$ cat src/design/isa_pkg.sv
package isa_pkg;

  typedef logic [31:0] word_t;
  typedef logic [4:0]  reg_idx_t;

  typedef enum logic [6:0] {
    op_lui   = 7'b0110111,
    op_auipc = 7'b0010111,
    op_jal   = 7'b1101111,
    op_jalr  = 7'b1100111,
    op_br    = 7'b1100011,
    op_load  = 7'b0000011,
    op_store = 7'b0100011,
    op_imm   = 7'b0010011,
    op_reg   = 7'b0110011
  } opcode_t;

  // Load widths in instr[14:12]
  typedef enum logic [2:0] {
    lb  = 3'b000,
    lh  = 3'b001,
    lw  = 3'b010,
    lbu = 3'b100,
    lhu = 3'b101
  } mem_funct3_t;

  // Stores reuse the signed load codes
  localparam mem_funct3_t sb = lb;
  localparam mem_funct3_t sh = lh;
  localparam mem_funct3_t sw = lw;

  typedef enum logic [2:0] {
    alu_add = 3'b000,
    alu_sll = 3'b001,
    alu_sra = 3'b010,
    alu_sub = 3'b011,
    alu_xor = 3'b100,
    alu_srl = 3'b101,
    alu_or  = 3'b110,
    alu_and = 3'b111
  } alu_op_t;

  typedef enum logic [2:0] {
    beq  = 3'b000,
    bne  = 3'b001,
    slt  = 3'b010, // Set-less-than forms for op_imm and op_reg
    sltu = 3'b011,
    blt  = 3'b100,
    bge  = 3'b101,
    bltu = 3'b110,
    bgeu = 3'b111
  } cmp_op_t;

endpackage

$ cat src/design/pipe_pkg.sv
package pipe_pkg;

  import isa_pkg::*;

  typedef enum logic [1:0] {
    pc_plus4   = 2'b00,
    alu_target = 2'b01,
    alu_mod2   = 2'b10
  } pc_sel_t;

  // Operand source chosen by the forwarding unit
  typedef enum logic [1:0] {
    fwd_none   = 2'b00,
    fwd_mem_wb = 2'b01,
    fwd_ex_mem = 2'b10
  } fwd_sel_t;

  // Decoded control word carried down the pipe
  typedef struct packed {
    opcode_t  opcode;
    alu_op_t  aluop;
    cmp_op_t  cmpop;
    pc_sel_t  pc_sel;
    reg_idx_t rs1;
    reg_idx_t rs2;
    reg_idx_t rd;
    logic     uses_rs1;
    logic     uses_rs2;
    logic     reg_write;
  } ctrl_word_t;

  // EX/MEM pipeline register contents
  typedef struct packed {
    ctrl_word_t ctrl;
    word_t      pc;
    word_t      instr;
    word_t      alu_result;
    word_t      store_data;
    logic       br_en;
    logic [3:0] byte_en;
  } ex_mem_t;

endpackage

$ cat src/design/ex_forward_unit.sv
`timescale 1ns/1ps

module ex_forward_unit (
  input  pipe_pkg::ctrl_word_t id_ex_ctrl,
  input  pipe_pkg::ctrl_word_t ex_mem_ctrl,
  input  pipe_pkg::ctrl_word_t mem_wb_ctrl,
  input  isa_pkg::word_t       alu_in_1,
  input  isa_pkg::word_t       alu_in_2,
  input  isa_pkg::word_t       rs1_val,
  input  isa_pkg::word_t       cmp_in,
  input  isa_pkg::word_t       ex_mem_data,
  input  isa_pkg::word_t       mem_wb_data,
  output isa_pkg::word_t       op_a,
  output isa_pkg::word_t       op_b,
  output isa_pkg::word_t       cmp_a,
  output isa_pkg::word_t       cmp_b
);

  import isa_pkg::*;
  import pipe_pkg::*;

  fwd_sel_t fwd_a;
  fwd_sel_t fwd_b;

  // Later stage wins and x0 is never a hazard
  function automatic fwd_sel_t pick_source(reg_idx_t src, logic used,
                                           ctrl_word_t exm, ctrl_word_t mwb);
    if (used && src != '0 && exm.reg_write && exm.rd == src)
      return fwd_ex_mem;
    else if (used && src != '0 && mwb.reg_write && mwb.rd == src)
      return fwd_mem_wb;
    else
      return fwd_none;
  endfunction

  always_comb begin
    fwd_a = pick_source(id_ex_ctrl.rs1, id_ex_ctrl.uses_rs1, ex_mem_ctrl, mem_wb_ctrl);
    fwd_b = pick_source(id_ex_ctrl.rs2, id_ex_ctrl.uses_rs2, ex_mem_ctrl, mem_wb_ctrl);
  end

  always_comb begin
    unique case (fwd_a)
      fwd_ex_mem: begin
        op_a  = ex_mem_data;
        cmp_a = ex_mem_data;
      end
      fwd_mem_wb: begin
        op_a  = mem_wb_data;
        cmp_a = mem_wb_data;
      end
      default: begin
        op_a  = alu_in_1;
        cmp_a = rs1_val;
      end
    endcase
    unique case (fwd_b)
      fwd_ex_mem: begin
        op_b  = ex_mem_data;
        cmp_b = ex_mem_data;
      end
      fwd_mem_wb: begin
        op_b  = mem_wb_data;
        cmp_b = mem_wb_data;
      end
      default: begin
        op_b  = alu_in_2;
        cmp_b = cmp_in;
      end
    endcase
  end

endmodule

$ cat src/design/alu.sv
`timescale 1ns/1ps

module alu (
  input  isa_pkg::alu_op_t aluop,
  input  isa_pkg::word_t   a,
  input  isa_pkg::word_t   b,
  output isa_pkg::word_t   result,
  output isa_pkg::word_t   target
);

  import isa_pkg::*;

  word_t    sum;
  logic [4:0] shamt;

  assign sum    = a + b;
  assign shamt  = b[4:0];
  assign target = {sum[31:1], 1'b0}; // JALR and branch target

  always_comb begin
    unique case (aluop)
      alu_add: result = sum;
      alu_sll: result = a << shamt;
      alu_sra: result = word_t'($signed(a) >>> shamt);
      alu_sub: result = a - b;
      alu_xor: result = a ^ b;
      alu_srl: result = a >> shamt;
      alu_or:  result = a | b;
      alu_and: result = a & b;
      default: result = sum;
    endcase
  end

endmodule

$ cat src/design/branch_cmp.sv
`timescale 1ns/1ps

module branch_cmp (
  input  isa_pkg::cmp_op_t cmpop,
  input  isa_pkg::word_t   a,
  input  isa_pkg::word_t   b,
  output logic             br_en
);

  import isa_pkg::*;

  logic eq;
  logic lt_s;
  logic lt_u;

  assign eq   = (a == b);
  assign lt_s = ($signed(a) < $signed(b));
  assign lt_u = (a < b);

  always_comb begin
    unique case (cmpop)
      beq:        br_en = eq;
      bne:        br_en = !eq;
      blt, slt:   br_en = lt_s;
      bge:        br_en = !lt_s;
      bltu, sltu: br_en = lt_u;
      bgeu:       br_en = !lt_u;
      default:    br_en = 1'b0;
    endcase
  end

endmodule

$ cat src/design/ex_mem_latch.sv
`timescale 1ns/1ps

module ex_mem_latch (
  input  logic                 clk,
  input  logic                 rst,
  input  logic                 ma_stall,
  input  pipe_pkg::ctrl_word_t id_ex_ctrl,
  input  isa_pkg::word_t       pc,
  input  isa_pkg::word_t       instr,
  input  isa_pkg::word_t       alu_result,
  input  isa_pkg::word_t       rs2_val,
  input  logic                 br_en,
  output pipe_pkg::pc_sel_t    pc_sel,
  output logic                 br_taken,
  output pipe_pkg::ex_mem_t    ex_mem
);

  import isa_pkg::*;
  import pipe_pkg::*;

  logic [1:0] offset;
  logic [3:0] byte_en;
  logic       is_mem;
  ex_mem_t    ex_mem_next;

  assign offset = alu_result[1:0];
  assign is_mem = (id_ex_ctrl.opcode == op_load) || (id_ex_ctrl.opcode == op_store);

  // Redirect on taken branch or any jump
  always_comb begin
    br_taken = (br_en && id_ex_ctrl.opcode == op_br) ||
               id_ex_ctrl.opcode == op_jal || id_ex_ctrl.opcode == op_jalr;
    pc_sel   = br_taken ? id_ex_ctrl.pc_sel : pc_plus4;
  end

  // Shifted masks drop bits above byte 3
  always_comb begin
    byte_en = 4'b0000;
    if (is_mem) begin
      unique case (mem_funct3_t'(instr[14:12]))
        lb, lbu: byte_en = 4'b0001 << offset;
        lh, lhu: byte_en = 4'b0011 << offset;
        lw:      byte_en = 4'b1111 << offset;
        default: byte_en = 4'b1111;
      endcase
    end
  end

  always_comb begin
    ex_mem_next.ctrl       = id_ex_ctrl;
    ex_mem_next.pc         = pc;
    ex_mem_next.instr      = instr;
    ex_mem_next.alu_result = alu_result;
    ex_mem_next.store_data = rs2_val;
    ex_mem_next.br_en      = br_en;
    ex_mem_next.byte_en    = byte_en;
  end

  always_ff @(posedge clk) begin
    if (rst) begin
      ex_mem <= '0; // Bubble
    end else if (!ma_stall) begin
      ex_mem <= ex_mem_next;
    end
  end

endmodule

$ cat src/design/instruction_execute.sv
`timescale 1ns/1ps

module instruction_execute (
  input  logic                 clk,
  input  logic                 rst,
  input  pipe_pkg::ctrl_word_t id_ex_ctrl,
  input  isa_pkg::word_t       pc,
  input  isa_pkg::word_t       instr,
  input  isa_pkg::word_t       alu_in_1,
  input  isa_pkg::word_t       alu_in_2,
  input  isa_pkg::word_t       rs1_val,
  input  isa_pkg::word_t       cmp_in,
  input  isa_pkg::word_t       rs2_val,
  input  logic                 ma_stall,
  input  pipe_pkg::ctrl_word_t mem_wb_ctrl,
  input  isa_pkg::word_t       mem_wb_data,
  output pipe_pkg::ex_mem_t    ex_mem,
  output pipe_pkg::pc_sel_t    pc_sel,
  output logic                 br_taken,
  output isa_pkg::word_t       alu_target
);

  import isa_pkg::*;
  import pipe_pkg::*;

  word_t      op_a;
  word_t      op_b;
  word_t      cmp_a;
  word_t      cmp_b;
  word_t      alu_result;
  logic       br_en;
  ctrl_word_t ex_mem_ctrl;
  word_t      ex_mem_data;

  // EX/MEM feedback for forwarding
  assign ex_mem_ctrl = ex_mem.ctrl;
  assign ex_mem_data = ex_mem.alu_result;

  ex_forward_unit fwd0 (
    .id_ex_ctrl  (id_ex_ctrl),
    .ex_mem_ctrl (ex_mem_ctrl),
    .mem_wb_ctrl (mem_wb_ctrl),
    .alu_in_1    (alu_in_1),
    .alu_in_2    (alu_in_2),
    .rs1_val     (rs1_val),
    .cmp_in      (cmp_in),
    .ex_mem_data (ex_mem_data),
    .mem_wb_data (mem_wb_data),
    .op_a        (op_a),
    .op_b        (op_b),
    .cmp_a       (cmp_a),
    .cmp_b       (cmp_b)
  );

  alu alu0 (
    .aluop  (id_ex_ctrl.aluop),
    .a      (op_a),
    .b      (op_b),
    .result (alu_result),
    .target (alu_target)
  );

  branch_cmp cmp0 (
    .cmpop (id_ex_ctrl.cmpop),
    .a     (cmp_a),
    .b     (cmp_b),
    .br_en (br_en)
  );

  ex_mem_latch latch0 (
    .clk        (clk),
    .rst        (rst),
    .ma_stall   (ma_stall),
    .id_ex_ctrl (id_ex_ctrl),
    .pc         (pc),
    .instr      (instr),
    .alu_result (alu_result),
    .rs2_val    (rs2_val),
    .br_en      (br_en),
    .pc_sel     (pc_sel),
    .br_taken   (br_taken),
    .ex_mem     (ex_mem)
  );

endmodule

$ cat config.mk
export PLATFORM = sky130hd
export DESIGN_NAME = instruction_execute
export DESIGN_NICKNAME = d
export VERILOG_FILES = /design/src/design/isa_pkg.sv /design/src/design/pipe_pkg.sv /design/src/design/ex_forward_unit.sv /design/src/design/alu.sv /design/src/design/branch_cmp.sv /design/src/design/ex_mem_latch.sv /design/src/design/instruction_execute.sv
export SDC_FILE = /design/constraint.sdc
export NUM_CORES = 1
export LEC_CHECK = 0
export BUFFER_PORTS_ARGS = -buffer_cell sky130_fd_sc_hd__buf_2
export CAP_MARGIN = 20
export CORE_MARGIN = 1
export CORE_UTILIZATION = 40
export CTS_CLUSTER_DIAMETER = 100
export DETAILED_ROUTE_END_ITERATION = 10
export PLACE_DENSITY = 0.62
export SYNTH_ARGS = -nofsm -noshare
export SYNTH_HDL_FRONTEND = slang
export SYNTH_SLANG_ARGS = --single-unit
$ cat constraint.sdc
create_clock -name clk -period 8.5 [get_ports clk]
set_input_delay 1.275 -clock clk [delete_from_list [all_inputs] [get_ports clk]]
set_output_delay 1.275 -clock clk [all_outputs]
set_load 0.05 [all_outputs]
# Word-level counts from Yosys, hierarchy flattened

Index checks and enable logic that the tools add are counted.

Register bits: 166
Output and inout bits: 201
Logic and storage cells: 100

Add/subtract/negate cells: 2
$lt $le $gt $ge: 2
Eq/ne operators: 32
Shift operators: 6
Muxes and demuxes: 13
Bitwise logic cells: 3
Reductions and logical operators: 26

Operators with widths:

| cell                                                            | number |
|---|---|
| 32-bit one-hot mux with 2 select lines                          | 4 |
| 32-bit one-hot mux with 8 select lines                          | 1 |
| 32-bit less-than comparator                                     | 2 |
| 32-bit adder                                                    | 1 |
| 32-bit bitwise AND                                              | 1 |
| 32-bit == test                                                  | 1 |
| 32-bit OR                                                       | 1 |
| 32-bit by 5-bit left shift with 32-bit output                   | 1 |
| 32-bit by 5-bit >> shifter with 32-bit output                   | 1 |
| 32-bit by 5-bit >>> shifter with 32-bit output                  | 1 |
| 32-bit subtractor                                               | 1 |
| 32-bit XOR                                                      | 1 |
| 3-bit == test, second input constant                            | 10 |
| 7-bit == test, second input constant                            | 3 |
| 5-bit == test                                                   | 4 |
| 3-bit by 2-bit == test with 1-bit output, second input constant | 5 |
| 4-bit one-hot mux with 3 select lines                           | 1 |
| 1-bit logical AND                                               | 11 |
| 5-bit nonzero test                                              | 2 |
| 3-bit by 1-bit == test with 1-bit output, second input constant | 3 |
| 3-bit zero test                                                 | 3 |
| 2-bit OR reduction                                              | 4 |
| 7-bit by 2-bit == test with 1-bit output, second input constant | 1 |
| 7-bit by 6-bit == test with 1-bit output, second input constant | 1 |
| 11 further kinds                                                | 20 |

# Logic depth before layout (Yosys ltp)

Depth after elaboration: 15
Mapped depth: 24
Mapped depth without buffers: 21

# Hierarchy

Synthesis repeated with hierarchy kept, for this count alone.

Cell total of the unflattened synthesis: 2563
Area total of the unflattened synthesis: 19232.2 µm²

Modules (own cells, without submodules):

| module          | instances | cells each | area each (µm²) |
|---|---|---|---|
| alu             | 1         | 1386       | 9529.1 |
| ex_mem_latch    | 1         | 554        | 6032.0 |
| ex_forward_unit | 1         | 494        | 2781.4 |
| branch_cmp      | 1         | 129        | 889.6 |

# Worst setup path after synthesis

No wires, ideal clock.

Path kind: in2out
Start: input port id_ex_ctrl[12] in the netlist's numbering
End: output port alu_target[31]
Arrival: 6.956 ns
Required time: 7.225 ns
Path slack: 0.269 ns
Stages on the path: 21
Buffers on the path: 4
Cell sequence: or4_1 -> o21ai_1 -> or3_1 -> a21oi_1 -> a222oi_1 -> clkbuf_1 -> clkbuf_1 -> clkbuf_1 -> ha_1 -> clkbuf_1 -> inv_1 -> a221oi_1 -> a31oi_1 -> o21a_1 -> a2111o_1 -> a41oi_1 -> nor3_1 -> nor2_1 -> a21oi_1 -> a31o_2 -> xor2_1

Cells in the longest elaborated chain, start to end: 9
Elaborated cells on any way between the ends: 14

RTL lines:

| what                                                                      | line                                         | RTL |
|---|---|---|
| start: declaration                                                        | instruction_execute.sv:6                     | `input pipe_pkg::ctrl_word_t id_ex_ctrl,` |
| 5-bit nonzero test                                                        | ex_forward_unit.sv:28, ex_forward_unit.sv:30 |  |
| 1-bit logical AND                                                         | ex_forward_unit.sv:28, ex_forward_unit.sv:30 |  |
| 1-bit logical AND (2 in series)                                           | ex_forward_unit.sv:30                        | `else if (used && src != '0 && mwb.reg_write && mwb.rd == src)` |
| 1-bit 2-to-1 mux                                                          | ex_forward_unit.sv:30                        |  |
| 2-bit 2-to-1 mux *                                                        | ex_forward_unit.sv:28                        | `if (used && src != '0 && exm.reg_write && exm.rd == src)` |
| 2-bit by 1-bit == test with 1-bit output or 2-bit == test (tied branches) | ex_forward_unit.sv:56                        | `unique case (fwd_b)` |
| 32-bit one-hot mux with 2 select lines *                                  | ex_forward_unit.sv:56                        |  |
| 32-bit adder *                                                            | alu.sv:16                                    | `assign sum = a + b;` |
| end: declaration                                                          | instruction_execute.sv:20                    | `output isa_pkg::word_t alu_target` |

Every way passes the cells marked *; elsewhere a longest branch is shown, timed or not.

# Worst setup path in the final report

Start: input port id_ex_ctrl[16] in the netlist's numbering
End: output port alu_target[31]

Cells in the longest elaborated chain, start to end: 9
Elaborated cells on any way between the ends: 14

RTL lines:

| what                                                                      | line                                         | RTL |
|---|---|---|
| 5-bit nonzero test                                                        | ex_forward_unit.sv:28, ex_forward_unit.sv:30 |  |
| 1-bit logical AND                                                         | ex_forward_unit.sv:28, ex_forward_unit.sv:30 |  |
| 1-bit logical AND (2 in series)                                           | ex_forward_unit.sv:30                        |  |
| 1-bit 2-to-1 mux                                                          | ex_forward_unit.sv:30                        |  |
| 2-bit 2-to-1 mux *                                                        | ex_forward_unit.sv:28                        |  |
| 2-bit by 1-bit == test with 1-bit output or 2-bit == test (tied branches) | ex_forward_unit.sv:42                        | `unique case (fwd_a)` |
| 32-bit one-hot mux with 2 select lines *                                  | ex_forward_unit.sv:42                        |  |
| 32-bit adder *                                                            | alu.sv:16                                    |  |

Marked as above.

==> results.yml <==
routing:
  drt_iter0_drc: 3169
  wire_per_inst_um: 28.8
  first_pass_iters: 8
  ant_nets: 0
  vias_per_cell: 6.39
  vias: 22200
  drc: 0
  routed_wl_um: 100000
synth:
  synth_top_family_by_area: "compound AO/OA/AOI/OAI gates"
  synthesis.nets: 2916
  synthXorXnorAreaFrac_pct: 3.64
  synth_edf_count: 0
  avgSynthCellArea_sq_um: 7.23
  synth.distinct_cells: 95
  ys_seq_area_share_pct: 18.7
  synthFlopType: "dfxtp_1"
  ys_seq_elements: 166
  async_reset_ff_share_pct: 0
  syn_inst: 2461
  synthSimpleGateAreaFrac_pct: 21.4
  synth.area.mux_share_pct: 8.87
  ys_warn_count: 0
  netlist_area_sq_um: 17800
  synth_compound_area_share_pct: 31.1
  synth_fa_ha_area_share_pct: 9.23
grt:
  grt_pass1_vias: 20900
  grt_overflow: 0
  antenna_found_initial: 7
  grt_max_degree: 79
  grt_pass1_wl_um: 143000
  grt_use_total_pct: 43.4
clock_tree:
  clockBufferDepth: 2
  numCtsBuffers: 17
  post_cts_resized: 0
  tritoncts: "yes"
  cts_hold_buf: 0
  worstSkewPairLatency_ns: 0.48
  post-cts-setup-buffer-count: 0
  cts_root_buf: "clkbuf_16"
  cts_sinks: 166
  htreeDepth: 4
  clk_pin_slew_ns: 0.07
pwr:
  ir_drop_v: 0.000160
  powerDensity_nw_per_um2: 154
  power_frac_seq_pct: 26.5
  total_power_uw: 3330
  internal-power_uw: 1730
  power.leakage_uw: 0.00998
  comb_power_share_pct: 49.0
  swShare_pct: 47.9
  p_switching_uw: 1590
  clkPwrFrac_pct: 24.5
sta:
  period_share_pct: 97.1
  setup_slack_ns: 0.250
  setup_viol: 0
  worstMarginPinSlew_ns: 1.14
  fmax_ghz: 0.121
  slew_viol_final: 0
  fin_crit_ns: 8.25
  finClkSkew_ns: 0.0218
  hold_violations: 0
  rsz0062_at_grt: "false"
  tns_ns: 0
  maxSlewHeadroom_pct: 23.5
critical_path:
  worstRegToRegCells: 21
  start_kind: "input port"
  slowest_delay_ns: 0.56
  cpMaxStageDelayCell: "or4_1"
  cp-endpoint: "alu_target[31]"
  path_cells: "buf_2 -> xor2_1 -> or4_1 -> buf_4 -> nor4_1 -> a31oi_4 -> ha_1 -> inv_1 -> a221oi_1 -> a31oi_1 -> o21a_1 -> a2111o_1 -> a41oi_1 -> buf_4 -> nor3_1 -> nor2_1 -> a21oi_1 -> a31o_2 -> xor2_1 -> buf_2"
  crit_cells: 20
  setup.worst_path.start: "id_ex_ctrl[16]"
  worst_ep_required_time_ns: 7.22
  crit_arrival_ns: 6.98
  r2r-start: "latch0.ex_mem[139]"
  reg2reg_slack_ns: 2.28
  end_kind: "output pin"
  path_delay_family: "compound AO/OA/AOI/OAI gates"
  path_buf_inv: 5
  crit_path_max_fanout: 31
  crit_type: "in -> out"
  r2r_end: "latch0.ex_mem[67]"
floorplan:
  ios: 526
  fp.dieW_um: 213
  die_h_um: 213
  design.core.area_sq_um: 43500
  row_count: 76
  start_util_pct: 40.9
  die_area_sq_um: 45300
placed_design:
  dp.cells: 3437
  pre_cts_ws_ns: 0.500
  dp_hpwl_um: 80500
  place_congestion: 1.05
  io_buffers: 497
layout:
  largestRegisters: "latch0.ex_mem: 166 flops"
  largest_reg_flops: 166
  syn_to_final_growth_pct: 21.5
  drive_gt1_share_pct: 23.9
  fin_nets: 3326
  regMostFlops: "latch0.ex_mem"
  fin_cells: 3475
run_status:
  status: "complete, no violations"
job:
  maxCapViolCount: 0
hold_path:
  hold_path_class: "reg -> reg"
-- metrics by stage --
stage | hold slack [ns] | instance area (sq um) | util [%]
final | 0.462 | 21600 | 49.8
after global routing | 0.494 | 21600 | 49.7
after CTS | 0.462 | 21600 | 49.7
after detailed placement | 0.451 | 21000 | 48.3
after global placement | 0.438 | 21000 | 48.3
after floorplan | 0.663 | 17800 | -
-- area by class of cell --
class                   count  area (sq um)
inverters                 100           375
diodes                      6          15.0
well taps                 585           732
flip-flops and latches    166          3320
clock buffers              18           439
fillers                  4491         21800
clock inverters            14           158
repair buffers            587          3350
multi-input cells        1999         13200
-- cells by family after synthesis --
family,after synthesis
flops,166
buf+inv,296
other cells,1
compound gates,816
simple gates,825
mux,153
xor+xnor,74
fa+ha+maj,130
-- worst min-delay path: cells and delay by family, from the launching register on --
family / cells / cell delay [ns]
flip-flops: 1 / 0.32
AND/OR/NAND/NOR: 1 / 0.05
AO/OA/AOI/OAI: 1 / 0.05
-- worst min-delay path by stage --
stage	endpoint	cells past startpoint	slack (ns)	startpoint
floorplan	latch0.ex_mem[2]	2	0.66	latch0.ex_mem[2]
global placement	latch0.ex_mem[0]	1	0.44	latch0.ex_mem[0]
detailed placement	latch0.ex_mem[2]	2	0.45	latch0.ex_mem[2]
CTS	latch0.ex_mem[2]	2	0.46	latch0.ex_mem[2]
global route	latch0.ex_mem[2]	2	0.49	latch0.ex_mem[2]
finish	latch0.ex_mem[2]	2	0.46	latch0.ex_mem[2]
-- power groups by stage --
stage	logic [uW]	clock network (uW)	registers (uW)
floorplan	854	0	1050
global route	1710	844	886
detailed placement	1590	0	897
global placement	1580	0	895
finish	1630	815	883
CTS	1590	816	879
-- cell usage in the layout, fill, tap and decap left out, drive strengths merged, types with 11 or more instances in the layout --
cell    netlist  layout
o211ai       47      47
nand2b       23      23
nand3       147     147
a211oi       22      22
a31oi        80      80
buf          62     586
ha          128     128
a221oi       18      18
dfxtp       166     166
mux2i       146     146
nand4        22      22
a21oi       145     145
and2         18      18
nand2       186     186
xnor2        57      57
o21bai       14      14
o21ai       250     250
a32oi        11      11
nor2        280     280
o221ai       12      12
nor2b        15      15
nor3         49      49
or3          13      13
inv         100     105
o22ai        15      15
xor2         17      17
clkbuf      134      19
a22oi        13      13
o21a         46      46
nor4         38      38
o22a         24      24
a21o         21      21
-- routing by layer --
layer / track usage (%) / routed length [um] / up-vias
li1: - / - / 9869
met1: 57.4 / 40800 / 10600
met2: 65.7 / 43700 / 1455
met3: 8.13 / 9660 / 259
met4: 25.0 / 6140 / 2
met5: 0 / 12 / -
-- cells in the mapped netlist (21+ instances only) --
master    instances  area share [%]
a21oi_1         143             4.0
nand2b_1         23            0.81
ha_1            128             9.0
o21a_1           46             1.9
a21o_1           21            0.89
a211oi_1         22            0.93
xnor2_1          57             2.8
mux2i_1         146             8.2
o21ai_0         225             6.3
o22a_1           24             1.2
inv_1            95             2.0
buf_2            31            0.87
a31oi_1          59             2.1
o211ai_1         46             1.9
nor2_1          278             5.9
clkbuf_1        134             2.8
nor3_1           46             1.3
dfxtp_1         166              19
o21ai_1          23            0.65
nor4_1           38             1.3
nand4_1          22            0.77
nand3_1         146             4.1
nand2_1         186             3.9
Power figures use the tool's default switching activity.
